[config.mk]
export PLATFORM = sky130hd
export DESIGN_NAME = fetchUnit
export DESIGN_NICKNAME = d
export VERILOG_FILES = /design/src/rtl/rvCorePkg.sv /design/src/rtl/fetchUnit.sv
export SDC_FILE = /design/constraint.sdc
export NUM_CORES = 1
export LEC_CHECK = 0
export BUFFER_PORTS_ARGS = -buffer_cell sky130_fd_sc_hd__buf_2
export CAP_MARGIN = 10
export CORE_ASPECT_RATIO = 0.6
export CORE_MARGIN = 4
export CORE_UTILIZATION = 40
export DETAILED_ROUTE_END_ITERATION = 8
export PLACE_DENSITY = 0.58
export SYNTH_ARGS = -nofsm -noshare
export SYNTH_HDL_FRONTEND = slang
export SYNTH_SLANG_ARGS = --single-unit
[constraint.sdc]
create_clock -name CLK -period 4.4 [get_ports CLK]
set_input_delay 0.44 -clock CLK [delete_from_list [all_inputs] [get_ports CLK]]
set_output_delay 0.44 -clock CLK [all_outputs]
set_load 0.005 [all_outputs]
[src/rtl/rvCorePkg.sv]
`default_nettype none

package rvCorePkg;

    localparam int xlen = 32;
    localparam int regAddrWidth = 5;

    // Major opcodes of the supported subset
    localparam logic [6:0] opR      = 7'b0110011;
    localparam logic [6:0] opI      = 7'b0010011;
    localparam logic [6:0] opLoad   = 7'b0000011;
    localparam logic [6:0] opStore  = 7'b0100011;
    localparam logic [6:0] opBranch = 7'b1100011;

    localparam logic [2:0] f3AddSub = 3'b000;
    localparam logic [2:0] f3Slt    = 3'b010;
    localparam logic [2:0] f3Xor    = 3'b100;
    localparam logic [2:0] f3Or     = 3'b110;
    localparam logic [2:0] f3And    = 3'b111;
    localparam logic [2:0] f3Word   = 3'b010; // LW and SW
    localparam logic [2:0] f3Beq    = 3'b000;
    localparam logic [2:0] f3Bne    = 3'b001;

    localparam logic [6:0] f7Base   = 7'b0000000;
    localparam logic [6:0] f7Sub    = 7'b0100000;

    typedef enum logic [2:0] {
        aluAdd = 3'd0,
        aluSub = 3'd1,
        aluAnd = 3'd2,
        aluOr  = 3'd3,
        aluXor = 3'd4,
        aluSlt = 3'd5
    } aluOp_t;

    typedef union packed {
        struct packed {
            logic [6:0] funct7;
            logic [4:0] rs2;
            logic [4:0] rs1;
            logic [2:0] funct3;
            logic [4:0] rd;
            logic [6:0] opcode;
        } rFields;
        struct packed {
            logic [11:0] imm11_0;
            logic [4:0]  rs1;
            logic [2:0]  funct3;
            logic [4:0]  rd;
            logic [6:0]  opcode;
        } iFields;
        struct packed {
            logic [6:0] immHi;
            logic [4:0] rs2;
            logic [4:0] rs1;
            logic [2:0] funct3;
            logic [4:0] immLo;
            logic [6:0] opcode;
        } sFields;
        struct packed {
            logic       imm12;
            logic [5:0] imm10_5;
            logic [4:0] rs2;
            logic [4:0] rs1;
            logic [2:0] funct3;
            logic [3:0] imm4_1;
            logic       imm11;
            logic [6:0] opcode;
        } bFields;
    } instr_t;

    typedef struct packed {
        logic   regWrite;
        logic   aluSrcImm;
        logic   memWrite;
        logic   memToReg;
        logic   branch;
        logic   branchOnNotEqual;
        aluOp_t aluOp;
    } ctrl_t;

    typedef struct packed {
        logic            valid;
        logic [xlen-1:0] pc;
        logic            regWrite;
        logic [4:0]      rd;
        logic [xlen-1:0] regData;
        logic            memWrite;
        logic [xlen-1:0] memAddr;
    } retire_t;

    typedef struct packed {
        logic        enable;
        logic [7:0]  wordAddr;
        logic [31:0] data;
    } progWrite_t;

endpackage

`default_nettype wire

[src/rtl/fetchUnit.sv]
`timescale 1ns/100ps
`default_nettype none

module fetchUnit import rvCorePkg::*; (
    input  logic            CLK,
    input  logic            reset,
    input  logic            branch,
    input  logic            branchOnNotEqual,
    input  logic            zero,
    input  logic [xlen-1:0] imm,
    output logic [xlen-1:0] pc
);

    logic [xlen-1:0] pcPlus4;
    logic [xlen-1:0] branchTarget;
    logic            takeBranch;
    logic [xlen-1:0] nextPc;

    assign pcPlus4      = pc + 32'd4;
    assign branchTarget = pc + imm; // Offset comes in already doubled

    // BNE inverts the sense of the zero flag
    assign takeBranch = branch & (zero ^ branchOnNotEqual);

    assign nextPc = takeBranch ? branchTarget : pcPlus4;

    always_ff @(posedge CLK) begin
        if (reset) begin
            pc <= '0;
        end else begin
            pc <= nextPc;
        end
    end

endmodule

`default_nettype wire

== Word-level counts from Yosys, hierarchy flattened ==
Index checks and enable logic that the tools add are counted.
Storage, ports and cells
  register bits after elaboration: 32
  output and inout bits: 32
  logic and storage cells: 6
  bits of input ports: 37
Operators by class
  add/subtract/negate cells: 2
  bitwise logic cells: 2
  multiplexer cells: 1
Operators by type and width (number)
  32-bit by 3-bit adder with 32-bit output, second input constant: 1
  32-bit adder: 1
  32-bit two-way mux: 1
  1-bit AND: 1
  1-bit bitwise XOR: 1

== Logic depth before layout (Yosys ltp) ==
Gate-level depths: netlist (run 1).
  depth in word-level cells: 3
  depth in mapped cells: 12
  depth with buffers taken out: 12

== Worst setup path before layout (run 1) ==
Ideal clock, no wire load.
  path kind: input-to-reg
  start point: input port imm[0]
  end point: register pc[26]
  cell stages on the path: 12
  data arrival time: 2.524 ns
  path buffers: 0
  required time: 4.283 ns
  setup slack: 1.758 ns
  setup time: 0.117 ns
  cells stage by stage: ha_1 inv_1 fa_1 nor2b_1 o31a_1 o2111ai_1 a21oi_1 o211ai_1 a211oi_1 o21a_1 or3_1 a32o_1
Between the ends
  word-level cells in the longest chain between the ends: 2
RTL lines
  start, declared: line fetchUnit.sv:10  | input logic [xlen-1:0] imm,
  32-bit adder: line fetchUnit.sv:20  | assign branchTarget = pc + imm;
  32-bit two-way mux: line fetchUnit.sv:25  | assign nextPc = takeBranch ? branchTarget : pcPlus4;
  end signal, assigned: line fetchUnit.sv:31  | pc <= nextPc;
  end, declared: line fetchUnit.sv:11  | output logic [xlen-1:0] pc
No other way between the ends.
A chain may end at the register's enable or synchronous reset.

== Worst setup path after layout (run 1) ==
  start point: register pc[0]
  end point: register pc[26]
Between the ends
  word-level cells in the longest chain between the ends: 2
  elaborated cells between the ends (all ways): 3
  those cells by class: 2 x add/sub; 1 x mux
RTL lines (line)
  32-bit by 3-bit adder with 32-bit output or 32-bit adder (tied branches): fetchUnit.sv:19, fetchUnit.sv:20
  32-bit two-way mux (*): fetchUnit.sv:25
Mark *: on every way between the ends. The rest lies on a longest branch, timed or not.

==> results of run 1 <==
through the flow:
step	total power [mW]	instances
after floorplan	0.7146	440
after global placement	0.8462	595
after detailed placement	0.8469	595
after CTS	1.291	603
after global routing	1.371	603
final	1.290	603
Yosys cell counts, drive strengths merged (11+ instances only):
library cell / n / area share, %
a211oi: 25 / 6.0
inv: 11 / 1.2
xnor2: 31 / 8.1
a21oi: 40 / 6.2
nand2: 38 / 4.2
nor2: 47 / 5.2
dfxtp: 32 / 19
nor3: 11 / 1.6
nand3: 19 / 2.8
nand4: 11 / 2.2
o21ai: 17 / 2.9
clkbuf: 19 / 2.1
a21o: 12 / 2.7
xor2: 20 / 5.2
ha: 32 / 12
area by class of cell:
type	instances	area (sq um)	area share [%]
well taps	108	135.1	3.432
multi-input cells	375	2590	65.78
repair buffers	69	347.8	8.834
clock inverters	1	30.03	0.7626
clock buffers	7	152.6	3.877
flip-flops and latches	32	640.6	16.27
inverters	11	41.29	1.049
report_power, final:
group,leakage [nW],internal (mW),switching (mW)
sequential,0.264,0.321,0.0448
clock,0.0901,0.298,0.142
combinational,1.39,0.207,0.277
total,1.74,0.826,0.463
worst max-delay path, delay by kind of cell, from the launching register on:
family,cells,cell delay [ns]
adders and majority gates,2,0.62
buffers and inverters,1,0.07
AOI/OAI and AO/OA,8,1.79
DFF,1,0.34
and+or+nand+nor,1,0.16
layer usage:
| layer | track usage (%) | vias up | share of wire, % |
|---|---|---|---|
| li1 | - | 1715 | - |
| met1 | 31.88 | 1622 | 55 |
| met2 | 27.58 | 106 | 39 |
| met3 | 3.696 | 6 | 5.7 |
| met4 | 3.212 | 0 | 0.74 |
| met5 | 0 | - | 0 |
cell families after synthesis:
logic type	count (synthesis)	share of synthesized area, %
fa+ha+maj	33	12.50
compound gates	131	27.08
simple gates	159	23.85
mux	1	0.2976
flops	32	19.05
buf+inv	33	3.943
xor+xnor	51	13.28
final timing paths:
| path | endpoint | slack (ns) | from |
|---|---|---|---|
| hold / removal | pc[0] | 0.47 | pc[0] |
| setup / recovery | pc[26] | 1.31 | pc[0] |
| setup reg to reg | pc[26] | 1.31 | pc[0] |
| hold reg to reg | pc[0] | 0.47 | pc[0] |
==> impl_metrics.toml, run 1 <==
[outcome]
status = "completed"

[setup_path]
critPathArrivalTime_ns = 3.26
crit_path_start_kind = "flip-flop"
crit_path_end_kind = "flip-flop"
cp_slowest_cell = "a211oi_1"
reg2regPathDepth = 12
path_max_fanout = 3
crit_type = "reg2reg"
slowest_delay_ns = 0.46
cp_cell_sequence = "ha_1 -> inv_1 -> fa_1 -> nor2b_1 -> o31a_1 -> o2111ai_1 -> a21oi_1 -> o211ai_1 -> a211oi_1 -> o21a_1 -> o21ai_1 -> a32o_1"
worstPathRequired_ns = 4.58

[drt]
via_per_inst = 5.720
wl_per_cell_um = 16.78
drc = 0
dr.first_iter.drc_count = 237
drt-total-wl_um = 10120
drt.antenna.violating_nets = 0
dr.pass1.iters = 5
num_vias = 3449

[cells_and_area]
postLayoutCellArea_sq_mm = 0.003938
syn_to_final_growth_pct = 17.08
fin_util_pct = 48.98
fillers = 833
nNetsFinal = 564
drive_gt1_share_pct = 18.18
layout_commonest_cell = "buf_2"
regMostFlops = "pc"
largest_register_ffs = 32
diodes = 0
largest_registers = "pc x32"
mostFrequentLayoutCells = "buf_2, nor2_1, nand2_1, a21oi_1"

[sta]
tightest_slew_ns = 0.8721
fin_skew_ns = 0.004360
worst_hold_slack_ns = 0.4708
relSlewSlack_pct = 41.86
finalHoldViolations = 0
min_period_ns = 3.085
max_freq_mhz = 324.1
setup_slack_ns = 1.315
setup_tns_ns = 0
rsz0062_at_grt = "false"
timing.final.crit_share_pct = 70.12
slew_violations = 0
setup_viol = 0

[synth]
yosys_warnings = 0
synth_nets = 510
syn_area_sq_mm = 0.003363
synth_seq_area_share_pct = 19.05
synthArstFlopShare_pct = 0
postSynthAreaPerCell_sq_um = 7.644
ys_seq_elements = 32
yosysUniqueCellTypes = 60
ys.flop_type = "dfxtp_1"
syn_inst = 440
synth_edf_count = 0

[placed_design]
dpl.hpwl_um = 7929
post-place-ws_ns = 1.245
port_buffers = 68
place_congestion = 0.8683
placed_area_sq_mm = 0.003755

[clock_tree]
clock-sinks = 32
hold_buffers = 0
post_cts_buffers = 0
clock-root-buffer = "clkbuf_16"
clk_path_buf_depth = 2
cts_max_level = 2
clk_pin_slew_worst_paths_ns = 0.06
cts_inserted_buffers = 5
insertion_delay_ns = 0.28
tritoncts = "yes"
cts_resized = 0

[die]
die_area_sq_mm = 0.009987
placementRows = 25
die_y_um = 79.03
io-pin-count = 69
start_util_pct = 41.84
core-area_sq_mm = 0.008039
die_x_um = 126.4

[global_route]
antenna_found_initial = 0
grt_max_degree = 37
grt_pass1_vias = 3115
grt_pass1_wl_um = 16190
overflow = 0
grtUsageTotal_pct = 19.99

[min_path]
hold_path.class = "reg2reg"
holdPathStages = 2

[power_and_ir_drop]
irDropWorstVdd_v = 0.0001322
p_leak_nw = 1.743
powerDensity_mw_per_mm2 = 327.5

[flow_run]
max-cap-violations = 0
Note: power is estimated with default switching activity, not from simulation.
==> inputs of run 2 (changes only) <==
Clock period 4.4 ns to 2.9 ns, I/O delays scaled along.
==> impl_metrics.toml, run 2 (synthesis gave the netlist of run 1 again) <==
[global_route]
grt_max_degree = 41
grt_pass1_wl_um = 17030
overflow = 0
grtUsageTotal_pct = 21.14
grt_pass1_vias = 3265
antenna_found_initial = 0

[drt]
via_per_inst = 5.513
drc = 0
drt-total-wl_um = 10340
drt.antenna.violating_nets = 0
dr.first_iter.drc_count = 224
dr.pass1.iters = 4
num_vias = 3517
wl_per_cell_um = 16.21

[setup_path]
worstPathRequired_ns = 3.08
path_max_fanout = 3
crit_path_start_kind = "flip-flop"
crit_path_end_kind = "flip-flop"
critPathArrivalTime_ns = 2.90
crit_type = "reg2reg"

[cells_and_area]
largest_register_ffs = 32
fillers = 781
diodes = 0
multi_input_area_sq_mm = 0.002609
syn_to_final_growth_pct = 24.44
drive_gt1_share_pct = 24.34
layout_commonest_cell = "buf_2"
finalNonFillerCells = 638
largest_registers = "pc x32"
mostFrequentLayoutCells = "buf_2, nor2_1, nand2_1"
seqCellArea_sq_um = 640.6
nNetsFinal = 599
regMostFlops = "pc"

[power_and_ir_drop]
p_leak_nw = 1.907
powerDensity_mw_per_mm2 = 461.0
p_seq_share_pct = 27.6
p_sw_mw = 0.7282
total_power_mw = 1.929
irDropWorstVdd_v = 0.0002384
p_clk_share_pct = 29.0
comb_power_share_pct = 43.4
p_int_mw = 1.201
p_sw_share_pct = 37.74

[die]
die_x_um = 126.4
die_area_sq_mm = 0.009987
placementRows = 25
die_y_um = 79.03
io-pin-count = 69
core-area_sq_mm = 0.008039
start_util_pct = 41.84

[sta]
setup_viol = 0
min_period_ns = 2.726
relSlewSlack_pct = 49.54
finalHoldViolations = 0
timing.final.crit_share_pct = 94.02
fin_skew_ns = 0.01003
max_freq_mhz = 366.8
setup_tns_ns = 0
slew_violations = 0
tightest_slew_ns = 0.7569
rsz0062_at_grt = "false"

[clock_tree]
clock-root-buffer = "clkbuf_16"
cts_max_level = 2
insertion_delay_ns = 0.29
cts_inserted_buffers = 5
clk_path_buf_depth = 2
tritoncts = "yes"
clock-sinks = 32
clk_pin_slew_worst_paths_ns = 0.06

[placed_design]
placedCellCount = 630
place_congestion = 0.8975
dpl.hpwl_um = 8206
port_buffers = 68

[min_path]
hold_path.class = "in2reg"

[flow_run]
max-cap-violations = 0

[outcome]
status = "completed"
==> run 2: cell count changes in the layout (fill, tap and decap cells not counted), sizes merged <==
cell,delta
buf,+35
bufinv,-1
clkbuf,-1
clkinv,+2
==> run 2: metrics by stage <==
step / hold slack (ns) / util [%] / area, sq um / worst slack [ns]
3_5_place_dp: 0.4690 / 49.98 / 4018 / 0.05026
2_1_floorplan: 0.4689 / - / 3363 / 0.3541
6_report: 0.3874 / 52.06 / 4185 / 0.1735
3_3_place_gp: 0.4660 / 49.98 / 4018 / 0.1009
5_1_grt: 0.4207 / 52.06 / 4185 / 0.02287
4_1_cts: 0.3875 / 51.83 / 4167 / 0.1184
==> run 2: worst paths after layout <==
path              startpoint  endpoint  slack [ns]  depth (start not counted)
setup / recovery       pc[0]    pc[26]        0.17                         12
hold / removal        imm[0]     pc[0]        0.39                          4
setup reg to reg       pc[0]    pc[26]        0.17                         12
hold reg to reg        pc[0]     pc[0]        0.48                          2
==> run 2: what timing repair did <==
action	in CTS	in global routing
resized for setup	0	4
setup buffers	0	0
hold endpoints to repair	0	0
endpoints found under the setup margin	0	3
hold buffers	0	0
==> run 2: layout make-up <==
| class | instances | share of cell area, % |
|---|---|---|
| Multi-Input combinational cell | 375 | 62.33 |
| Sequential cell | 32 | 15.31 |
| Timing Repair Buffer | 104 | 14.59 |
| Clock buffer | 6 | 3.318 |
| Tap cell | 108 | 3.229 |
| Inverter | 11 | 0.9865 |
| Clock inverter | 2 | 0.2392 |
==> run 2: metal layers <==
metal  wire, um  part of all wire [%]  vias up  track usage (%)
li1           -                     -     1794                -
met3        708                   6.8        5            5.040
met5          0                     0        -                0
met4         78                  0.75        0            4.604
met1       5561                    54     1622            33.06
met2       3994                    39       96            28.53
==> run 2: power groups by stage <==
stage / clock network, mW / logic (mW) / registers [mW]
2_1_floorplan: 0 / 0.532 / 0.553
3_3_place_gp: 0 / 0.822 / 0.540
3_5_place_dp: 0 / 0.821 / 0.542
4_1_cts: 0.572 / 0.829 / 0.533
5_1_grt: 0.594 / 0.929 / 0.540
6_report: 0.559 / 0.838 / 0.533
==> run 2: worst max-delay path, stage by stage, from the launching register on <==
cell,delay (ns)
dfxtp_1,0.32
ha_1,0.21
inv_1,0.07
fa_1,0.20
nor2b_1,0.07
o31a_1,0.27
o2111ai_2,0.24
a21oi_2,0.09
o211ai_1,0.26
a211oi_2,0.12
o21a_1,0.19
or3_1,0.31
a32o_1,0.26
