--- config.mk ---
export PLATFORM = sky130hd
export DESIGN_NAME = controlDecoder
export DESIGN_NICKNAME = d
export VERILOG_FILES = /design/src/rtl/rvCorePkg.sv /design/src/rtl/controlDecoder.sv
export SDC_FILE = /design/constraint.sdc
export NUM_CORES = 1
export LEC_CHECK = 0
export ABC_AREA = 1
export BUFFER_PORTS_ARGS = -buffer_cell sky130_fd_sc_hd__buf_2
export CAP_MARGIN = 20
export CORE_AREA = 2 2 39 41
export DETAILED_ROUTE_END_ITERATION = 16
export DIE_AREA = 0 0 41 43
export PLACE_DENSITY = 0.66
export SLEW_MARGIN = 20
export SYNTH_ARGS = -nofsm -noshare
export SYNTH_HDL_FRONTEND = slang
export SYNTH_SLANG_ARGS = --single-unit
--- constraint.sdc ---
create_clock -name vclk -period 0.8
set_clock_uncertainty 0.15 [all_clocks]
set_input_delay 0.08 -clock vclk [all_inputs]
set_output_delay 0.08 -clock vclk [all_outputs]
set_load 0.01 [all_outputs]
--- src/rtl/rvCorePkg.sv ---
`default_nettype none

package rvCorePkg;

    localparam int xlen = 32;
    localparam int regAddrWidth = 5;

    // Major opcodes of the supported subset
    localparam logic [6:0] opR      = 7'b0110011;
    localparam logic [6:0] opI      = 7'b0010011;
    localparam logic [6:0] opLoad   = 7'b0000011;
    localparam logic [6:0] opStore  = 7'b0100011;
    localparam logic [6:0] opBranch = 7'b1100011;

    localparam logic [2:0] f3AddSub = 3'b000;
    localparam logic [2:0] f3Slt    = 3'b010;
    localparam logic [2:0] f3Xor    = 3'b100;
    localparam logic [2:0] f3Or     = 3'b110;
    localparam logic [2:0] f3And    = 3'b111;
    localparam logic [2:0] f3Word   = 3'b010; // LW and SW
    localparam logic [2:0] f3Beq    = 3'b000;
    localparam logic [2:0] f3Bne    = 3'b001;

    localparam logic [6:0] f7Base   = 7'b0000000;
    localparam logic [6:0] f7Sub    = 7'b0100000;

    typedef enum logic [2:0] {
        aluAdd = 3'd0,
        aluSub = 3'd1,
        aluAnd = 3'd2,
        aluOr  = 3'd3,
        aluXor = 3'd4,
        aluSlt = 3'd5
    } aluOp_t;

    typedef union packed {
        struct packed {
            logic [6:0] funct7;
            logic [4:0] rs2;
            logic [4:0] rs1;
            logic [2:0] funct3;
            logic [4:0] rd;
            logic [6:0] opcode;
        } rFields;
        struct packed {
            logic [11:0] imm11_0;
            logic [4:0]  rs1;
            logic [2:0]  funct3;
            logic [4:0]  rd;
            logic [6:0]  opcode;
        } iFields;
        struct packed {
            logic [6:0] immHi;
            logic [4:0] rs2;
            logic [4:0] rs1;
            logic [2:0] funct3;
            logic [4:0] immLo;
            logic [6:0] opcode;
        } sFields;
        struct packed {
            logic       imm12;
            logic [5:0] imm10_5;
            logic [4:0] rs2;
            logic [4:0] rs1;
            logic [2:0] funct3;
            logic [3:0] imm4_1;
            logic       imm11;
            logic [6:0] opcode;
        } bFields;
    } instr_t;

    typedef struct packed {
        logic   regWrite;
        logic   aluSrcImm;
        logic   memWrite;
        logic   memToReg;
        logic   branch;
        logic   branchOnNotEqual;
        aluOp_t aluOp;
    } ctrl_t;

    typedef struct packed {
        logic            valid;
        logic [xlen-1:0] pc;
        logic            regWrite;
        logic [4:0]      rd;
        logic [xlen-1:0] regData;
        logic            memWrite;
        logic [xlen-1:0] memAddr;
    } retire_t;

    typedef struct packed {
        logic        enable;
        logic [7:0]  wordAddr;
        logic [31:0] data;
    } progWrite_t;

endpackage

`default_nettype wire

--- src/rtl/controlDecoder.sv ---
`timescale 1ns/100ps
`default_nettype none

module controlDecoder import rvCorePkg::*; (
    input  instr_t instr,
    input  logic   reset,
    output ctrl_t  ctrl
);

    logic [6:0] opcode;
    logic [2:0] funct3;
    logic [6:0] funct7;

    assign opcode = instr.rFields.opcode;
    assign funct3 = instr.rFields.funct3;
    assign funct7 = instr.rFields.funct7;

    always_comb begin
        ctrl       = '0;
        ctrl.aluOp = aluAdd;
        if (!reset) begin
            case (opcode)
                opR: begin
                    ctrl.regWrite = 1'b1;
                    case (funct3)
                        f3AddSub: ctrl.aluOp = funct7[5] ? aluSub : aluAdd;
                        f3Slt:    ctrl.aluOp = aluSlt;
                        f3Xor:    ctrl.aluOp = aluXor;
                        f3Or:     ctrl.aluOp = aluOr;
                        f3And:    ctrl.aluOp = aluAnd;
                        default:  ctrl.regWrite = 1'b0; // Shifts not supported
                    endcase
                end
                opI: begin
                    ctrl.regWrite  = 1'b1;
                    ctrl.aluSrcImm = 1'b1;
                    // No funct7 here, bit 30 belongs to the immediate
                    case (funct3)
                        f3AddSub: ctrl.aluOp = aluAdd;
                        f3Or:     ctrl.aluOp = aluOr;
                        f3And:    ctrl.aluOp = aluAnd;
                        default:  ctrl.regWrite = 1'b0;
                    endcase
                end
                opLoad: begin
                    if (funct3 == f3Word) begin
                        ctrl.regWrite  = 1'b1;
                        ctrl.aluSrcImm = 1'b1;
                        ctrl.memToReg  = 1'b1;
                    end
                end
                opStore: begin
                    if (funct3 == f3Word) begin
                        ctrl.aluSrcImm = 1'b1;
                        ctrl.memWrite  = 1'b1;
                    end
                end
                opBranch: begin
                    ctrl.aluOp            = aluSub; // Compare by subtracting
                    ctrl.branch           = (funct3 == f3Beq) || (funct3 == f3Bne);
                    ctrl.branchOnNotEqual = (funct3 == f3Bne);
                end
                default: ;
            endcase
        end
    end

endmodule

`default_nettype wire

* Word-level counts from Yosys, hierarchy flattened *
Index checks and enable logic that the tools add are counted.

operators by class
  add/subtract/negate cells = 0
  multipliers = 0
  divide/modulo/power cells = 0
  $lt $le $gt $ge = 0
  eq/ne operators = 10
  shift-type cells = 0
  muxes and demuxes = 14
  bitwise gates (word level) = 0
  reduce and logical (&&, ||, !) cells = 4

operators with widths
  operator              count
  $pmux W3 S5           1
  $eq A7 B6 Y1 const B  2
  $eq A3 B3 Y1 const B  3
  $mux W9               1
  $pmux W3 S3           1
  $eq A7 B2 Y1 const B  1
  $eq A7 B5 Y1 const B  1
  $eq A7 B7 Y1 const B  1
  $mux W1               6
  $pmux W1 S3           2
  $reduce_or A5 Y1      1
  $mux W2               2
  $pmux W2 S2           1
  $eq A3 B1 Y1 const B  1
  $eq A3 B2 Y1 const B  1
  $logic_not A3 Y1      1
  $reduce_or A3 Y1      1
  $logic_or A1 B1 Y1    1

word-level totals
  register bits = 0
  bits in latches = 0
  RAM bits = 0
  ROM bits = 0
  bits of input ports = 33
  output and inout bits = 9
  logic and storage cells = 28
  memories kept = 0

* Logic depth before layout (Yosys ltp) *
Gate-level depths: netlist of the first run.

  word-level depth = 5
  gate-level depth with buffers = 8
  gate-level depth less buffers = 8

* Worst setup path before layout of the first run *
No wires, ideal clock.

  path type = in2out
  start = input instr[2] (netlist name)
  end = output ctrl[0] (netlist name)
  arrival time = 0.645 ns
  data required time = 0.570 ns
  path slack = -0.075 ns
  stages on the path = 7
  path buffers = 0
  cells stage by stage = inv_1 > nand2_2 > nor2_4 > nand3_2 > nor2_2 > nand2_1 > nand2_1

RTL lines
  item                line                 RTL
  start: declaration  controlDecoder.sv:5  input instr_t instr,
  end: declaration    controlDecoder.sv:7  output ctrl_t ctrl

==> results.py, run 1 <==
metrics = {
    "clocking": {
        "cts_post_setup_buffers_inserted": 0,
        "cts.hold.buffers_added": 0,
    },
    "layout": {
        "area_growth_pct": 90.8,
        "nFillCells": 166,
        "final-instance-count-excl-fill": 105,
        "nNetsFinal": 124,
        "register_area_um2": 0,
        "drive_gt1_frac": 0.618,
        "fin_area_um2": 597,
        "postLayoutCoreUtil": 0.431,
        "total_of_clock_buffers_placed_in_the_layout": 0,
        "design.seq.count": 0,
        "multiInputGateArea_um2": 309,
        "antenna_cells_inserted": 0,
    },
    "sta": {
        "final_report_setup_violation_count": 9,
        "max_slew.worst_pin.slew_ns": 0.228,
        "maxSlewViolCount": 0,
        "maxSlewHeadroom": 0.847,
        "final_hold_viol_count": 0,
        "min_period_ns": 1.11,
        "grt_setup_unrepaired": "true",
        "finalCritPeriodShare": 1.39,
        "fin_ws_ns": -0.314,
        "upper_clock_frequency_limit_ghz": 0.898,
    },
    "route": {
        "wl_um": 841,
        "via_per_inst": 4.37,
        "detail-route-antenna-nets": 0,
        "drt_iter0_drc": 3,
        "drc": 0,
        "drt_pass1_iterations": 2,
        "wl_per_cell_um": 8.01,
        "vias": 459,
    },
    "power": {
        "vdd_ir_drop_max_v": 0.000152,
        "cellLeakagePower_nw": 0.329,
        "p_per_area_nw_per_um2": 334,
    },
    "yosys": {
        "synth_cell_area_um2": 313,
        "syn-mean-instance-area_um2": 5.05,
        "largest_family_of_logic_cells_by_synthesized_area": "simple AND/OR/NAND/NOR gates",
        "net_count_after_synthesis": 95,
        "synth-simple-area-share": 0.792,
        "postSynthCellCount": 62,
        "synth-xor-area-share": 0,
        "ys.warnings.count": 0,
        "synth.yosys.seq_area_share": 0,
        "synthAdderAreaFrac": 0,
        "synth.mux.area_fraction": 0,
        "synth.distinct_cells": 13,
        "synth_compound_gate_area_share": 0.0320,
    },
    "outcome": {
        "run_status": "finished with violations",
        "violations_in_the_final_reports": "negative setup slack",
    },
    "die": {
        "dieHeight_um": 43,
        "floorplan.initialDensity": 0.226,
        "die_width_um": 41,
        "core-area_um2": 1380,
        "number_of_placement_rows": 14,
        "ioPinCount": 42,
        "die_area_um2": 1760,
    },
    "placed_design": {
        "hpwlAfterDp_um": 712,
        "dp_worst_setup_slack_ns": -0.403,
        "port-buffer-count": 21,
        "dp.cells": 105,
        "placed_area_um2": 529,
        "gp_routability_congestion": 0.741,
    },
    "setup_path": {
        "setup.worst_path.start": "instr[2]",
        "worst_setup_path_start_kind": "input pin",
        "setup.worst_path.class": "input pin to output pin",
        "setup.worst_path.end_class": "output pin",
        "timing.critical_path.arrival_ns": 0.88,
        "required_ns": 0.57,
        "max_fo_critical_path": 6,
        "setup.worst_path.end": "ctrl[0]",
    },
    "worst_hold_path": {
        "hold_path.startpoint": "reset",
        "min-delay-path-class": "input pin to output pin",
    },
    "grt": {
        "grt_start_max_net_pins": 7,
        "first_global_vias": 359,
        "grt_antenna_before_repair": 0,
        "grt_first_pass_wirelength_um": 1280,
        "track_usage": 0.0939,
        "grt.overflow.total": 0,
    },
    "job": {
        "cap_viol_max_count": 0,
    },
}
==> routing by layer <==
metal	global-route usage	share of wire	routed length, µm	vias to the layer above
li1	-	-	-	249
met1	0.123	0.44	369	197
met2	0.172	0.51	428	13
met3	0	0.052	44	0
met4	0	0	0	0
met5	0	0	0	-
==> cells in the mapped netlist, drive strengths merged <==
cell / instances / area [µm²]
nand2: 20 / 82.6
nor3: 2 / 20.0
nand3: 10 / 65.1
a21oi: 2 / 10.0
inv: 14 / 55.1
nor2: 12 / 67.6
nand4: 2 / 12.5
==> placed cells by master (no fill, tap or decap), drive strengths merged <==
cell type	count
inv	14
nand4	2
a21oi	2
nor3	2
nand2	20
nand3	10
nor2	12
buf	27
==> cells by family (layout without fill, tap and decap cells) <==
group	Yosys count	count (layout)
AND/OR/NAND/NOR	46	46
buffers and inverters	14	41
AO/OA/AOI/OAI	2	2
==> worst max-delay path, stage by stage <==
cell	delay (ns)
sky130_fd_sc_hd__buf_8	0.10
sky130_fd_sc_hd__inv_6	0.04
sky130_fd_sc_hd__nand2_4	0.05
sky130_fd_sc_hd__nor2_4	0.19
sky130_fd_sc_hd__nand3_4	0.12
sky130_fd_sc_hd__nor2_2	0.09
sky130_fd_sc_hd__nand2_1	0.06
sky130_fd_sc_hd__nand2_2	0.06
sky130_fd_sc_hd__buf_6	0.09
==> worst min-delay path by stage <==
stage	cells past startpoint	to	slack [ns]
floorplan	2	ctrl[3]	0.11
global placement	5	ctrl[1]	0.40
detailed placement	5	ctrl[2]	0.41
CTS	5	ctrl[2]	0.41
global route	5	ctrl[4]	0.44
finish	5	ctrl[2]	0.42
==> per-stage QoR <==
stage | setup TNS [ns] | hold WS, ns | power, W
2_1_floorplan | -0.220 | 0.108 | 0.0000875
3_3_place_gp | -2.79 | 0.403 | 0.000170
3_5_place_dp | -2.95 | 0.407 | 0.000172
4_1_cts | -2.29 | 0.409 | 0.000192
5_1_grt | -2.89 | 0.442 | 0.000216
6_report | -2.45 | 0.417 | 0.000199
==> report_power, final <==
part | total (W) | internal (W) | switching, W | leakage (nW)
sequential | 0 | 0 | 0 | 0
clock | 0 | 0 | 0 | 0
combinational | 0.000199 | 0.0000886 | 0.000111 | 0.329
total | 0.000199 | 0.0000886 | 0.000111 | 0.329
==> layout make-up <==
cell class | instances | area share
timing repair buffer | 27 | 0.319
inverter | 14 | 0.130
tap | 16 | 0.0335
multi-input combinational | 48 | 0.518
==> what timing repair did <==
action	4_1_cts	5_1_grt
pin swaps	7	2
endpoints found under the hold margin	0	0
resized for setup	13	4
endpoints found under the setup margin	9	9
No activity file was read; power rests on OpenSTA's default activity.
==> inputs of run 2 (changes only) <==
- clock period: 0.8 -> 0.9 ns (I/O delays scaled with it)
==> results.py, run 2 (synthesis results as in run 1) <==
metrics = {
    "setup_path": {
        "crit_slowest_cell": "sky130_fd_sc_hd__nor2_4",
        "cp_cell_sequence": "buf_6 -> inv_2 -> nand2_2 -> nor2_4 -> buf_4 -> nand4_1 -> nand3_1 -> buf_2",
        "setup.worst_path.end_class": "output pin",
        "required_ns": 0.66,
        "setup.worst_path.class": "input pin to output pin",
        "timing.critical_path.slowest_cell_delay_ns": 0.22,
        "worst_setup_path_start_kind": "input pin",
        "setup.worst_path.start": "instr[2]",
        "max_fo_critical_path": 6,
        "timing.critical_path.arrival_ns": 0.96,
        "critPathBufInv": 4,
        "worst_path_dominant_cell_family": "simple AND/OR/NAND/NOR gates",
    },
    "worst_hold_path": {
        "hold_path.startpoint": "reset",
        "min-delay-path-class": "input pin to output pin",
    },
    "sta": {
        "fin_ws_ns": -0.303,
        "max_slew.worst_pin.slew_ns": 0.223,
        "upper_clock_frequency_limit_ghz": 0.831,
        "maxSlewHeadroom": 0.851,
        "min_period_ns": 1.20,
        "grt_setup_unrepaired": "true",
        "maxSlewViolCount": 0,
        "totalNegativeSetupSlack_ns": -2.16,
        "final_hold_viol_count": 0,
        "final_report_setup_violation_count": 9,
        "finalCritPeriodShare": 1.34,
    },
    "route": {
        "drt_pass1_iterations": 4,
        "via_per_inst": 4.38,
        "vias": 473,
        "wl_um": 899,
        "wl_per_cell_um": 8.32,
        "drc": 0,
        "drt_iter0_drc": 4,
        "detail-route-antenna-nets": 0,
    },
    "layout": {
        "register_area_um2": 0,
        "fin_area_um2": 569,
        "drive_gt1_frac": 0.641,
        "antenna_cells_inserted": 0,
        "area_growth_pct": 82.0,
        "final_cell_mix": "sky130_fd_sc_hd__buf_2, sky130_fd_sc_hd__nand2_1, sky130_fd_sc_hd__buf_4",
        "total_of_clock_buffers_placed_in_the_layout": 0,
        "design.seq.count": 0,
        "final_common_cell": "sky130_fd_sc_hd__buf_2",
        "nNetsFinal": 127,
    },
    "die": {
        "core-area_um2": 1380,
        "number_of_placement_rows": 14,
        "die_width_um": 41,
        "dieHeight_um": 43,
        "floorplan.initialDensity": 0.226,
        "die_area_um2": 1760,
        "ioPinCount": 42,
    },
    "outcome": {
        "run_status": "finished with violations",
        "violations_in_the_final_reports": "negative setup slack",
    },
    "power": {
        "cell_int_power_w": 0.0000747,
        "power_frac_clock": 0,
        "vdd_ir_drop_max_v": 0.000125,
        "p_sw_frac": 0.546,
        "p_per_area_nw_per_um2": 289,
        "power_frac_comb": 1.000,
        "seq_power_share": 0,
        "cellLeakagePower_nw": 0.335,
        "netSwitchingPower_w": 0.0000899,
    },
    "grt": {
        "first_global_vias": 433,
        "global_route.usage.met1": 0.139,
        "grt_antenna_before_repair": 0,
        "grt_start_max_net_pins": 7,
        "top_usage_layer": "met2",
        "grt.overflow.total": 0,
        "grt.met2_usage": 0.219,
        "grt_first_pass_wirelength_um": 1520,
        "global_route.usage.met3": 0,
        "track_usage": 0.114,
    },
    "clocking": {
        "cts.hold.buffers_added": 0,
    },
    "job": {
        "cap_viol_max_count": 0,
    },
    "placed_design": {
        "gp_routability_congestion": 0.812,
        "hpwlAfterDp_um": 721,
        "port-buffer-count": 21,
        "placed_area_um2": 483,
    },
}
[run 2: worst paths after layout]
kind | end | slack [ns] | cells after the start
max | ctrl[7] | -0.30 | 8
min | ctrl[3] | 0.43 | 5
[run 2: power groups by stage]
stage / combinational [W] / sequential [W] / clock [W]
detailed placement: 0.000133 / 0 / 0
global placement: 0.000132 / 0 / 0
global route: 0.000182 / 0 / 0
CTS: 0.000155 / 0 / 0
floorplan: 0.0000652 / 0 / 0
finish: 0.000165 / 0 / 0
[run 2: layout make-up]
type                       instances  area (µm²)
fill                             154         815
inverter                          14        57.6
multi-input combinational         48         300
tap                               16        20.0
timing repair buffer              30         191
[run 2: what timing repair did]
item                       4_1_cts  5_1_grt
gates resized for setup         13        4
setup buffers                    1        2
setup endpoints to repair        9        9
pin swaps                       12        4
[run 2: layer usage]
layer  share of wire  wire length, µm  vias up
met1            0.40              364      207
met3           0.069               62        0
met5               0                0        -
met4               0                0        0
li1                -                -      251
met2            0.53              472       15
[run 2: tightest hold or removal path, cell delays in order]
cell	delay [ns]
sky130_fd_sc_hd__buf_2	0.10
sky130_fd_sc_hd__inv_4	0.05
sky130_fd_sc_hd__nand3_2	0.08
sky130_fd_sc_hd__nor3_2	0.04
sky130_fd_sc_hd__buf_2	0.13
[run 2: per-stage QoR]
stage                     cells  hold WS [ns]   util  power [W]  worst slack [ns]
after floorplan              62         0.136      -  0.0000652           0.00522
after global placement      105         0.430  0.349   0.000132            -0.222
after detailed placement    105         0.420  0.349   0.000133            -0.246
after CTS                   106         0.439  0.390   0.000155            -0.243
after global routing        108         0.456  0.411   0.000182            -0.359
final                       108         0.432  0.411   0.000165            -0.303
