**src/rtl/rvCorePkg.sv**
```systemverilog
`default_nettype none

package rvCorePkg;

    localparam int xlen = 32;
    localparam int regAddrWidth = 5;

    // Major opcodes of the supported subset
    localparam logic [6:0] opR      = 7'b0110011;
    localparam logic [6:0] opI      = 7'b0010011;
    localparam logic [6:0] opLoad   = 7'b0000011;
    localparam logic [6:0] opStore  = 7'b0100011;
    localparam logic [6:0] opBranch = 7'b1100011;

    localparam logic [2:0] f3AddSub = 3'b000;
    localparam logic [2:0] f3Slt    = 3'b010;
    localparam logic [2:0] f3Xor    = 3'b100;
    localparam logic [2:0] f3Or     = 3'b110;
    localparam logic [2:0] f3And    = 3'b111;
    localparam logic [2:0] f3Word   = 3'b010; // LW and SW
    localparam logic [2:0] f3Beq    = 3'b000;
    localparam logic [2:0] f3Bne    = 3'b001;

    localparam logic [6:0] f7Base   = 7'b0000000;
    localparam logic [6:0] f7Sub    = 7'b0100000;

    typedef enum logic [2:0] {
        aluAdd = 3'd0,
        aluSub = 3'd1,
        aluAnd = 3'd2,
        aluOr  = 3'd3,
        aluXor = 3'd4,
        aluSlt = 3'd5
    } aluOp_t;

    typedef union packed {
        struct packed {
            logic [6:0] funct7;
            logic [4:0] rs2;
            logic [4:0] rs1;
            logic [2:0] funct3;
            logic [4:0] rd;
            logic [6:0] opcode;
        } rFields;
        struct packed {
            logic [11:0] imm11_0;
            logic [4:0]  rs1;
            logic [2:0]  funct3;
            logic [4:0]  rd;
            logic [6:0]  opcode;
        } iFields;
        struct packed {
            logic [6:0] immHi;
            logic [4:0] rs2;
            logic [4:0] rs1;
            logic [2:0] funct3;
            logic [4:0] immLo;
            logic [6:0] opcode;
        } sFields;
        struct packed {
            logic       imm12;
            logic [5:0] imm10_5;
            logic [4:0] rs2;
            logic [4:0] rs1;
            logic [2:0] funct3;
            logic [3:0] imm4_1;
            logic       imm11;
            logic [6:0] opcode;
        } bFields;
    } instr_t;

    typedef struct packed {
        logic   regWrite;
        logic   aluSrcImm;
        logic   memWrite;
        logic   memToReg;
        logic   branch;
        logic   branchOnNotEqual;
        aluOp_t aluOp;
    } ctrl_t;

    typedef struct packed {
        logic            valid;
        logic [xlen-1:0] pc;
        logic            regWrite;
        logic [4:0]      rd;
        logic [xlen-1:0] regData;
        logic            memWrite;
        logic [xlen-1:0] memAddr;
    } retire_t;

    typedef struct packed {
        logic        enable;
        logic [7:0]  wordAddr;
        logic [31:0] data;
    } progWrite_t;

endpackage

`default_nettype wire

```
**src/rtl/immediateGen.sv**
```systemverilog
`timescale 1ns/100ps
`default_nettype none

module immediateGen import rvCorePkg::*; (
    input  instr_t          instr,
    output logic [xlen-1:0] imm
);

    logic [xlen-1:0] immI;
    logic [xlen-1:0] immS;
    logic [xlen-1:0] immB;

    assign immI = {{20{instr.iFields.imm11_0[11]}}, instr.iFields.imm11_0};

    assign immS = {{20{instr.sFields.immHi[6]}}, instr.sFields.immHi, instr.sFields.immLo};

    // Branch offset with the implicit zero LSB, so no separate shift
    assign immB = {{19{instr.bFields.imm12}}, instr.bFields.imm12, instr.bFields.imm11,
                   instr.bFields.imm10_5, instr.bFields.imm4_1, 1'b0};

    always_comb begin
        case (instr.rFields.opcode)
            opI, opLoad: imm = immI;
            opStore:     imm = immS;
            opBranch:    imm = immB;
            default:     imm = '0; // R-type and unknowns
        endcase
    end

endmodule

`default_nettype wire

```
**config.mk**
```make
export PLATFORM = sky130hd
export DESIGN_NAME = immediateGen
export DESIGN_NICKNAME = d
export VERILOG_FILES = /design/src/rtl/rvCorePkg.sv /design/src/rtl/immediateGen.sv
export SDC_FILE = /design/constraint.sdc
export NUM_CORES = 1
export LEC_CHECK = 0
export ABC_AREA = 1
export BUFFER_PORTS_ARGS = -buffer_cell sky130_fd_sc_hd__buf_2
export CAP_MARGIN = 0
export CELL_PAD_IN_SITES_DETAIL_PLACEMENT = 1
export CELL_PAD_IN_SITES_GLOBAL_PLACEMENT = 2
export CORE_MARGIN = 5
export CORE_UTILIZATION = 10
export DETAILED_ROUTE_END_ITERATION = 10
export PLACE_DENSITY_LB_ADDON = 0.08
export SETUP_SLACK_MARGIN = 0.2
export SLEW_MARGIN = 30
export SYNTH_ARGS = -nofsm -noshare
export SYNTH_HDL_FRONTEND = slang
export SYNTH_SLANG_ARGS = --single-unit
```
**constraint.sdc**
```tcl
create_clock -name vclk -period 1.5
set_input_delay 0.3 -clock vclk [all_inputs]
set_output_delay 0.3 -clock vclk [all_outputs]
set_load 0.05 [all_outputs]
```
Word level (Yosys, flattened, before mapping):

Index checks and enable logic that the tools add are counted.
Widths: inputs -> output; s select.

* register bits: 0
* bits of input ports: 32
* output and inout bits: 32

* eq/ne operators: 4
* muxes and demuxes: 1
* reductions and logical operators: 1

Operators with widths (count)
* $pmux 32 s3: 1
* $eq 7x2->1 const B: 1
* $eq 7x5->1 const B: 1
* $eq 7x6->1 const B: 1
* $eq 7x7->1 const B: 1
* $reduce_or 2->1: 1

Depth between registers and ports, before layout:

Gate-level depths: netlist (run 1).

* depth in word-level cells: 3
* depth in mapped cells: 6
* gate-level depth less buffers: 5

Worst setup path before layout (run 1):

OpenSTA, ideal clock, no wires.

* kind: input -> output
* start point: input instr[2] (netlist name)
* end point: output imm[13]
* arrival time: 1.800 ns
* setup slack: -0.600 ns
* stages on the path: 6
* buffers on the path: 1
* path through: inv_1 nand2_2 nor2_4 o21ai_4 nor2_2 buf_4

* cells in the longest elaborated chain, start to end: 3
* elaborated cells on any way between the ends: 6

Ends and longest elaborated chain
* start, declared: RTL line immediateGen.sv:5 `input instr_t instr,`
* $eq 7x5->1 or $eq 7x2->1 (tied branches): RTL line immediateGen.sv:22 `case (instr.rFields.opcode)`
* $reduce_or 2->1: RTL line immediateGen.sv:22
* $pmux 32 s3 (*): RTL line immediateGen.sv:22
* end, declared: RTL line immediateGen.sv:6 `output logic [xlen-1:0] imm`

Every way passes the cells marked *; elsewhere a longest branch is shown, timed or not.

Worst setup path in the final report (run 1):

* start point: input instr[2] (netlist name)
* end point: output imm[11]

The elaborated chain is that of the path after synthesis.

==> flow_summary.ini, run 1 <==
[worst_setup_path]
startpoint = instr[2]
arrival_ns = 1.19
critPathKind = in2out
required_ns = 1.20
crit_path_end_kind = output port
crit_chain = buf_8 -> inv_12 -> nand2_4 -> nor2_4 -> buf_4 -> buf_12 -> nand3_2 -> nand3_2 -> buf_8
cp-start-kind = input port
cpMaxStageDelayCell = buf_8
crit_path_max_incr_delay_ns = 0.15
crit_path_max_fanout = 7

[synth]
ys_seq_area_frac = 0
synth_cells = 66
synthesis.nets = 98
ys_warn_count = 0
netlist_area_sq_um = 397
syn_avg_cell_area_sq_um = 6.01
synthDistinctLibCells = 11

[global_route]
overflow = 0
grt_pass1_vias = 516
grt_start_max_net_pins = 21
grtUsageTotal = 0.0515
grt_first_pass_wirelength_um = 2350
antenna_found_initial = 0

[die]
die-area_sq_um = 5330
core_region_area_sq_um = 3740
dieHeight_um = 73.0
die_w_um = 73.0
io_pins = 64
initial_core_util = 0.106
row_count = 22

[timing]
rsz0062_at_grt = yes
hold_viol = 0
slew_viol_final = 0
clock.fmax_ghz = 0.671
setup_viol_count_final = 0
hold_ws_ns = 0.952
fin_crit_sh = 0.994
worst_slack_ns = 0.00924
worst_pin_slew_ns = 0.231
fin_crit_ns = 1.49
final.setup.tns_ns = 0
max-slew-margin-rel = 0.846

[cells_and_area]
layout_common_cells = 24 x buf_4, 20 x buf_2, 14 x nand3_2, 13 x buf_8, 9 x nor2_4
final-seq-area_sq_um = 0
antenna_cells = 0
final_nets = 144
layout_commonest_cell = buf_4
stdcell_count = 158
seq_cell_count = 0
drive_above_1_share = 0.909
fill_cells = 440
design_area_sq_um = 1050
area_growth_pct = 165
utilization = 0.280
clock_buffers = 0

[route]
drt_wl_total_um = 1610
viasPerCell = 3.48
drt_iter0_drc = 12
wl_per_cell_um = 10.2
drt_pass1_iterations = 2
final_antenna_net_count = 0
route.detailed.drc = 0
vias = 550

[power]
power_density_nw_per_um2 = 160
power_mw = 0.168
peakVddDrop_uv = 45.6
power.leakage_nw = 0.524

[min_path]
hp-class = in2out
min-delay-start = instr[9]

[placement]
dp_cells = 155
finalWeightedCongestion = 0.595
portBuffers = 56
dpl-instance-area_sq_um = 708
place_ws_ns = -0.118
dp_hpwl_um = 1270

[run]
drv_cap = 0

[clock_tree]
cts_hold_buf = 0

[run_status]
status = finished, final reports clean
[power by group]
group	leakage (nW)	internal [mW]	total, mW	switching [mW]
registers	0	0	0	0
logic	0.524	0.0730	0.168	0.0948
clock network	0	0	0	0
total	0.524	0.0730	0.168	0.0948
[cell usage after synthesis (all sizes together)]
cell type,count,area share
o21ai,1,0.041
nand3,14,0.18
inv,12,0.11
buf,20,0.39
nand2,8,0.095
nor2,11,0.19
[cell type report]
type	instances	area [sq um]	area share
timing repair buffer	64	594	0.566
inverter	12	65.1	0.0620
multi-input combinational	34	330	0.315
tap	48	60.1	0.0572
[logic make-up (layout without fill, tap and decap cells)]
kind of cell	Yosys count	in the layout	share of synthesized area
AOI/OAI and AO/OA	1	1	0.0410
and+or+nand+nor	33	33	0.457
buffers and inverters	32	76	0.502
[per-layer routing]
layer	wire length (um)	global-route usage
met1	564	0.0641
met2	897	0.100
met3	143	0.00413
met4	0	0
met5	0	0
[final timing paths]
kind	end	slack [ns]	cells after the start
setup / recovery	imm[11]	0.009	9
hold / removal	imm[2]	0.95	4
[repair_timing]
| item | CTS | global route |
|---|---|---|
| gates resized for setup | 75 | 11 |
| cloned | 0 | 1 |
| pin swaps | 4 | 3 |
| buffers inserted | 0 | 2 |
| setup endpoints to repair | 32 | 32 |
[critical path: cells and delay by family]
family	cells	cell delay [ns]
AND/OR/NAND/NOR	4	0.33
buffers and inverters	5	0.56
No activity file was read; power rests on OpenSTA's default activity.
==> inputs of run 2 (changes only) <==
SETUP_SLACK_MARGIN = 0.5   (was 0.2)
==> run 2 against run 1 <==
  * The flow now finishes with violations (setup timing)
  * Flip-flop and latch count is the same
  * Sequential share of layout area did not move
  * Fmax is 3.4% lower
  * Largest cell class unchanged
  * Largest power group unchanged
==> flow_summary.ini, run 2 (synthesis results as in run 1) <==
[route]
vias = 565
route.detailed.drc = 0
drt_iter0_drc = 5
drt_pass1_iterations = 2
final_antenna_net_count = 0
drt_wl_total_um = 1740
wl_per_cell_um = 10.8
viasPerCell = 3.51

[cells_and_area]
design_area_sq_um = 1100
seq_cell_count = 0
layout_commonest_cell = buf_6
final_nets = 147
antenna_cells = 0
stdcell_count = 161
clock_buffers = 0
area_growth_pct = 178
final-seq-area_sq_um = 0
layout_common_cells = 23 x buf_6, 20 x buf_2, 11 x nor2_4, 11 x nand3_1
drive_above_1_share = 0.823

[worst_setup_path]
critPathKind = in2out
crit_path_end_kind = output port
startpoint = instr[5]
crit_path_max_fanout = 6
required_ns = 1.20
cp-start-kind = input port
arrival_ns = 1.24

[run_status]
violations = setup timing
status = complete, but fails checks

[timing]
hold_viol = 0
slew_viol_final = 0
rsz0062_at_grt = yes
max-slew-margin-rel = 0.734
fin_crit_ns = 1.54
worst_pin_slew_ns = 0.397
worst_slack_ns = -0.0424
fin_crit_sh = 1.03
clock.fmax_ghz = 0.648
setup_viol_count_final = 12

[global_route]
grt_first_pass_wirelength_um = 2680
overflow = 0
grt_pass1_vias = 570
grt_start_max_net_pins = 11
antenna_found_initial = 0
grtUsageTotal = 0.0605

[placement]
dpl-instance-area_sq_um = 756
dp_cells = 157
portBuffers = 56
dp_hpwl_um = 1380
finalWeightedCongestion = 0.671

[die]
die-area_sq_um = 5330
row_count = 22
io_pins = 64
core_region_area_sq_um = 3740
die_w_um = 73.0
dieHeight_um = 73.0
initial_core_util = 0.106

[power]
peakVddDrop_uv = 72.1
power.leakage_nw = 0.534
power_density_nw_per_um2 = 163

[run]
drv_cap = 0

[min_path]
min-delay-start = instr[25]
hp-class = in2out

[clock_tree]
cts_hold_buf = 0
## run 2: area by class of cell
cell class | instances | area [sq um]
timing repair buffer | 64 | 622
tap | 48 | 60.1
multi-input combinational | 37 | 355
inverter | 12 | 65.1
fill | 442 | 2640
## run 2: repair_timing
item | in CTS | in global routing
buffers inserted | 1 | 0
gates cloned | 2 | 1
setup endpoints to repair | 32 | 32
resized for setup | 75 | 18
pin swaps | 6 | 6
## run 2: critical path, stage by stage
cell     delay (ns)
buf_12         0.11
nand2_8        0.07
inv_4          0.04
o21ai_4        0.33
buf_8          0.20
nor2_2         0.04
buf_6          0.14
## run 2: layer usage
metal,global-route usage,vias to the layer above,wire (um)
met1,0.0689,250,560
met3,0.0124,0,172
li1,-,281,-
met4,0,0,0
met5,0,-,0
met2,0.120,34,1010
## run 2: power by group
group          switching (mW)  total (mW)  internal (mW)
Clock                       0           0              0
Sequential                  0           0              0
Combinational          0.0977       0.180         0.0818
Total                  0.0977       0.180         0.0818
## run 2: path summary, 6_finish.rpt
kind	cells past startpoint	end	slack, ns
min	4	imm[5]	0.93
max	7	imm[9]	-0.04
## run 2: through the flow
stage / setup TNS (ns) / setup WS [ns] / hold WS, ns / power [mW] / utilization
final: -0.264 / -0.0424 / 0.927 / 0.180 / 0.294
after global routing: -1.43 / -0.0760 / 0.957 / 0.191 / 0.294
after CTS: -0.534 / -0.0398 / 0.932 / 0.173 / 0.274
after detailed placement: -4.45 / -0.171 / 0.984 / 0.139 / 0.202
after global placement: -3.64 / -0.137 / 0.978 / 0.138 / 0.202
after floorplan: -4.41 / -0.235 / 0.754 / 0.0781 / -
==> inputs of run 3 (changes only) <==
ABC_AREA = not set   (was 1)
==> run 3 against run 2 <==
  * The flow still finishes with violations (setup timing)
  * First-iteration DRC count is the same
  * Cell count decreased by 11%
  * Count of clock-buffer cells in the layout unchanged
  * Worst setup slack worse by 0.11 ns
  * Synthesized cell count shrank 27%
  * Die area down 7.9%
  * Power grew 2.4%
  * Sequential share of layout area unchanged
  * Final area decreased by 2.8%
  * Non-clock buffer count rose by 7
  * Synthesized area is 9.1% lower
  * Largest power group unchanged
==> flow_summary.ini, run 3 <==
[synth]
syn_avg_cell_area_sq_um = 7.51
synth_common_cells = 19 x buf_4, 7 x nor3b_1, 5 x nand3b_1
synth.top_cell.area_share = 0.396
synthDistinctLibCells = 14
yosys.area.top_type = buf_4
synth_area_leaders = buf_4 40%, nor3b_1 15%, nand3b_1 10%, a21oi_1 5.6%, or3b_1 4.9%
netlist_area_sq_um = 360
synthesis.nets = 80
ys_seq_area_frac = 0
synth_cells = 48
synth.most_common_cell = buf_4
ys_warn_count = 0

[route]
wl_per_cell_um = 12.4
drt_pass1_iterations = 2
final_antenna_net_count = 0
viasPerCell = 3.55
drt_iter0_drc = 5
vias = 511
drt_wl_total_um = 1780
route.detailed.drc = 0

[timing]
setup_viol_count_final = 31
slew_viol_final = 0
fin_crit_ns = 1.65
clock.fmax_ghz = 0.607
worst_slack_ns = -0.149
worst_pin_slew_ns = 0.214
hold_viol = 0
rsz0062_at_grt = yes
fin_crit_sh = 1.10
max-slew-margin-rel = 0.858

[die]
dieHeight_um = 70.0
row_count = 21
io_pins = 64
initial_core_util = 0.105
core_region_area_sq_um = 3420
die-area_sq_um = 4900
die_w_um = 70.0

[global_route]
grt_first_pass_wirelength_um = 2630
antenna_found_initial = 0
grt_start_max_net_pins = 21
grtUsageTotal = 0.0623
overflow = 0
grt_pass1_vias = 534

[cells_and_area]
antenna_cells = 0
clock_buffers = 0
area_growth_pct = 197
final-seq-area_sq_um = 0
layout_commonest_cell = buf_6
drive_above_1_share = 0.908
design_area_sq_um = 1070
final_nets = 132
layout_common_cells = 34 x buf_6, 22 x buf_2, 7 x buf_4
fill_cells = 394
multiInputGateArea_sq_um = 328
seq_cell_count = 0
stdcell_count = 144

[placement]
dp_hpwl_um = 1350
dp_cells = 138
portBuffers = 56
dpl-instance-area_sq_um = 656
finalWeightedCongestion = 0.615

[min_path]
hp-class = in2out

[worst_setup_path]
crit_chain = buf_8 -> mux2_4 -> nor3b_4 -> buf_6 -> clkbuf_16 -> buf_6
crit_path_max_incr_delay_ns = 0.32
arrival_ns = 1.35
required_ns = 1.20
cpMaxStageDelayCell = mux2_4
cp-start-kind = input port
critPathKind = in2out
crit_buf_inv = 4
path_common_cell = buf_6
crit_path_max_fanout = 5
cpLargestDelayFamily = buffers and inverters
crit_path_end_kind = output port

[power]
power_density_nw_per_um2 = 172
peakVddDrop_uv = 69.3
p_sw_mw = 0.0885
combinationalPowerShare = 1.000
clkPwrFrac = 0
power.leakage_nw = 0.475
p_seq_frac = 0
p_int_mw = 0.0954
swShare = 0.481

[run]
drv_cap = 0

[run_status]
violations = setup timing
status = complete, but fails checks
==> run 3: final cells by class <==
| type | count | share of cell area |
|---|---|---|
| timing repair buffer | 71 | 0.640 |
| multi-input combinational | 27 | 0.306 |
| tap | 46 | 0.0537 |
==> run 3: power by group through the flow <==
stage | logic [mW] | clock network (mW) | registers [mW]
after floorplan | 0.0792 | 0 | 0
after global placement | 0.134 | 0 | 0
after detailed placement | 0.135 | 0 | 0
after CTS | 0.162 | 0 | 0
after global routing | 0.196 | 0 | 0
final | 0.184 | 0 | 0
==> run 3: routing by layer <==
layer | part of all wire | GRT usage | vias to the layer above
met5 | 0 | 0 | -
met4 | 0 | 0 | 0
met3 | 0.071 | 0.0115 | 0
met2 | 0.59 | 0.130 | 24
met1 | 0.34 | 0.0670 | 234
li1 | - | - | 253
==> run 3: cells by family after synthesis <==
kind of cell	count (synthesis)	synth area share
AOI/OAI and AO/OA	6	0.101
buffers and inverters	21	0.441
muxes	1	0.0312
and+or+nand+nor	20	0.427
==> run 3: per-stage QoR <==
stage          hold slack [ns]  setup TNS (ns)  utilization  power (mW)  setup WS, ns
2_1_floorplan            0.701          -18.61            -      0.0792        -0.657
3_3_place_gp              1.02           -6.09        0.192       0.134        -0.215
3_5_place_dp              1.02           -6.49        0.192       0.135        -0.234
4_1_cts                  0.982           -3.24        0.253       0.162        -0.146
5_1_grt                  0.991           -4.65        0.314       0.196        -0.193
6_report                 0.979           -3.17        0.314       0.184        -0.149
==> run 3: timing repair <==
item,4_1_cts,5_1_grt
hold buffers,0,0
setup buffers,1,3
cloned,0,2
resized for setup,61,35
endpoints found under the setup margin,32,32
pin swaps,11,4
==> run 3: worst paths after layout <==
path / cells after the start / to / startpoint
worst min-delay path: 3 / imm[8] / instr[28]
worst max-delay path: 6 / imm[23] / instr[5]
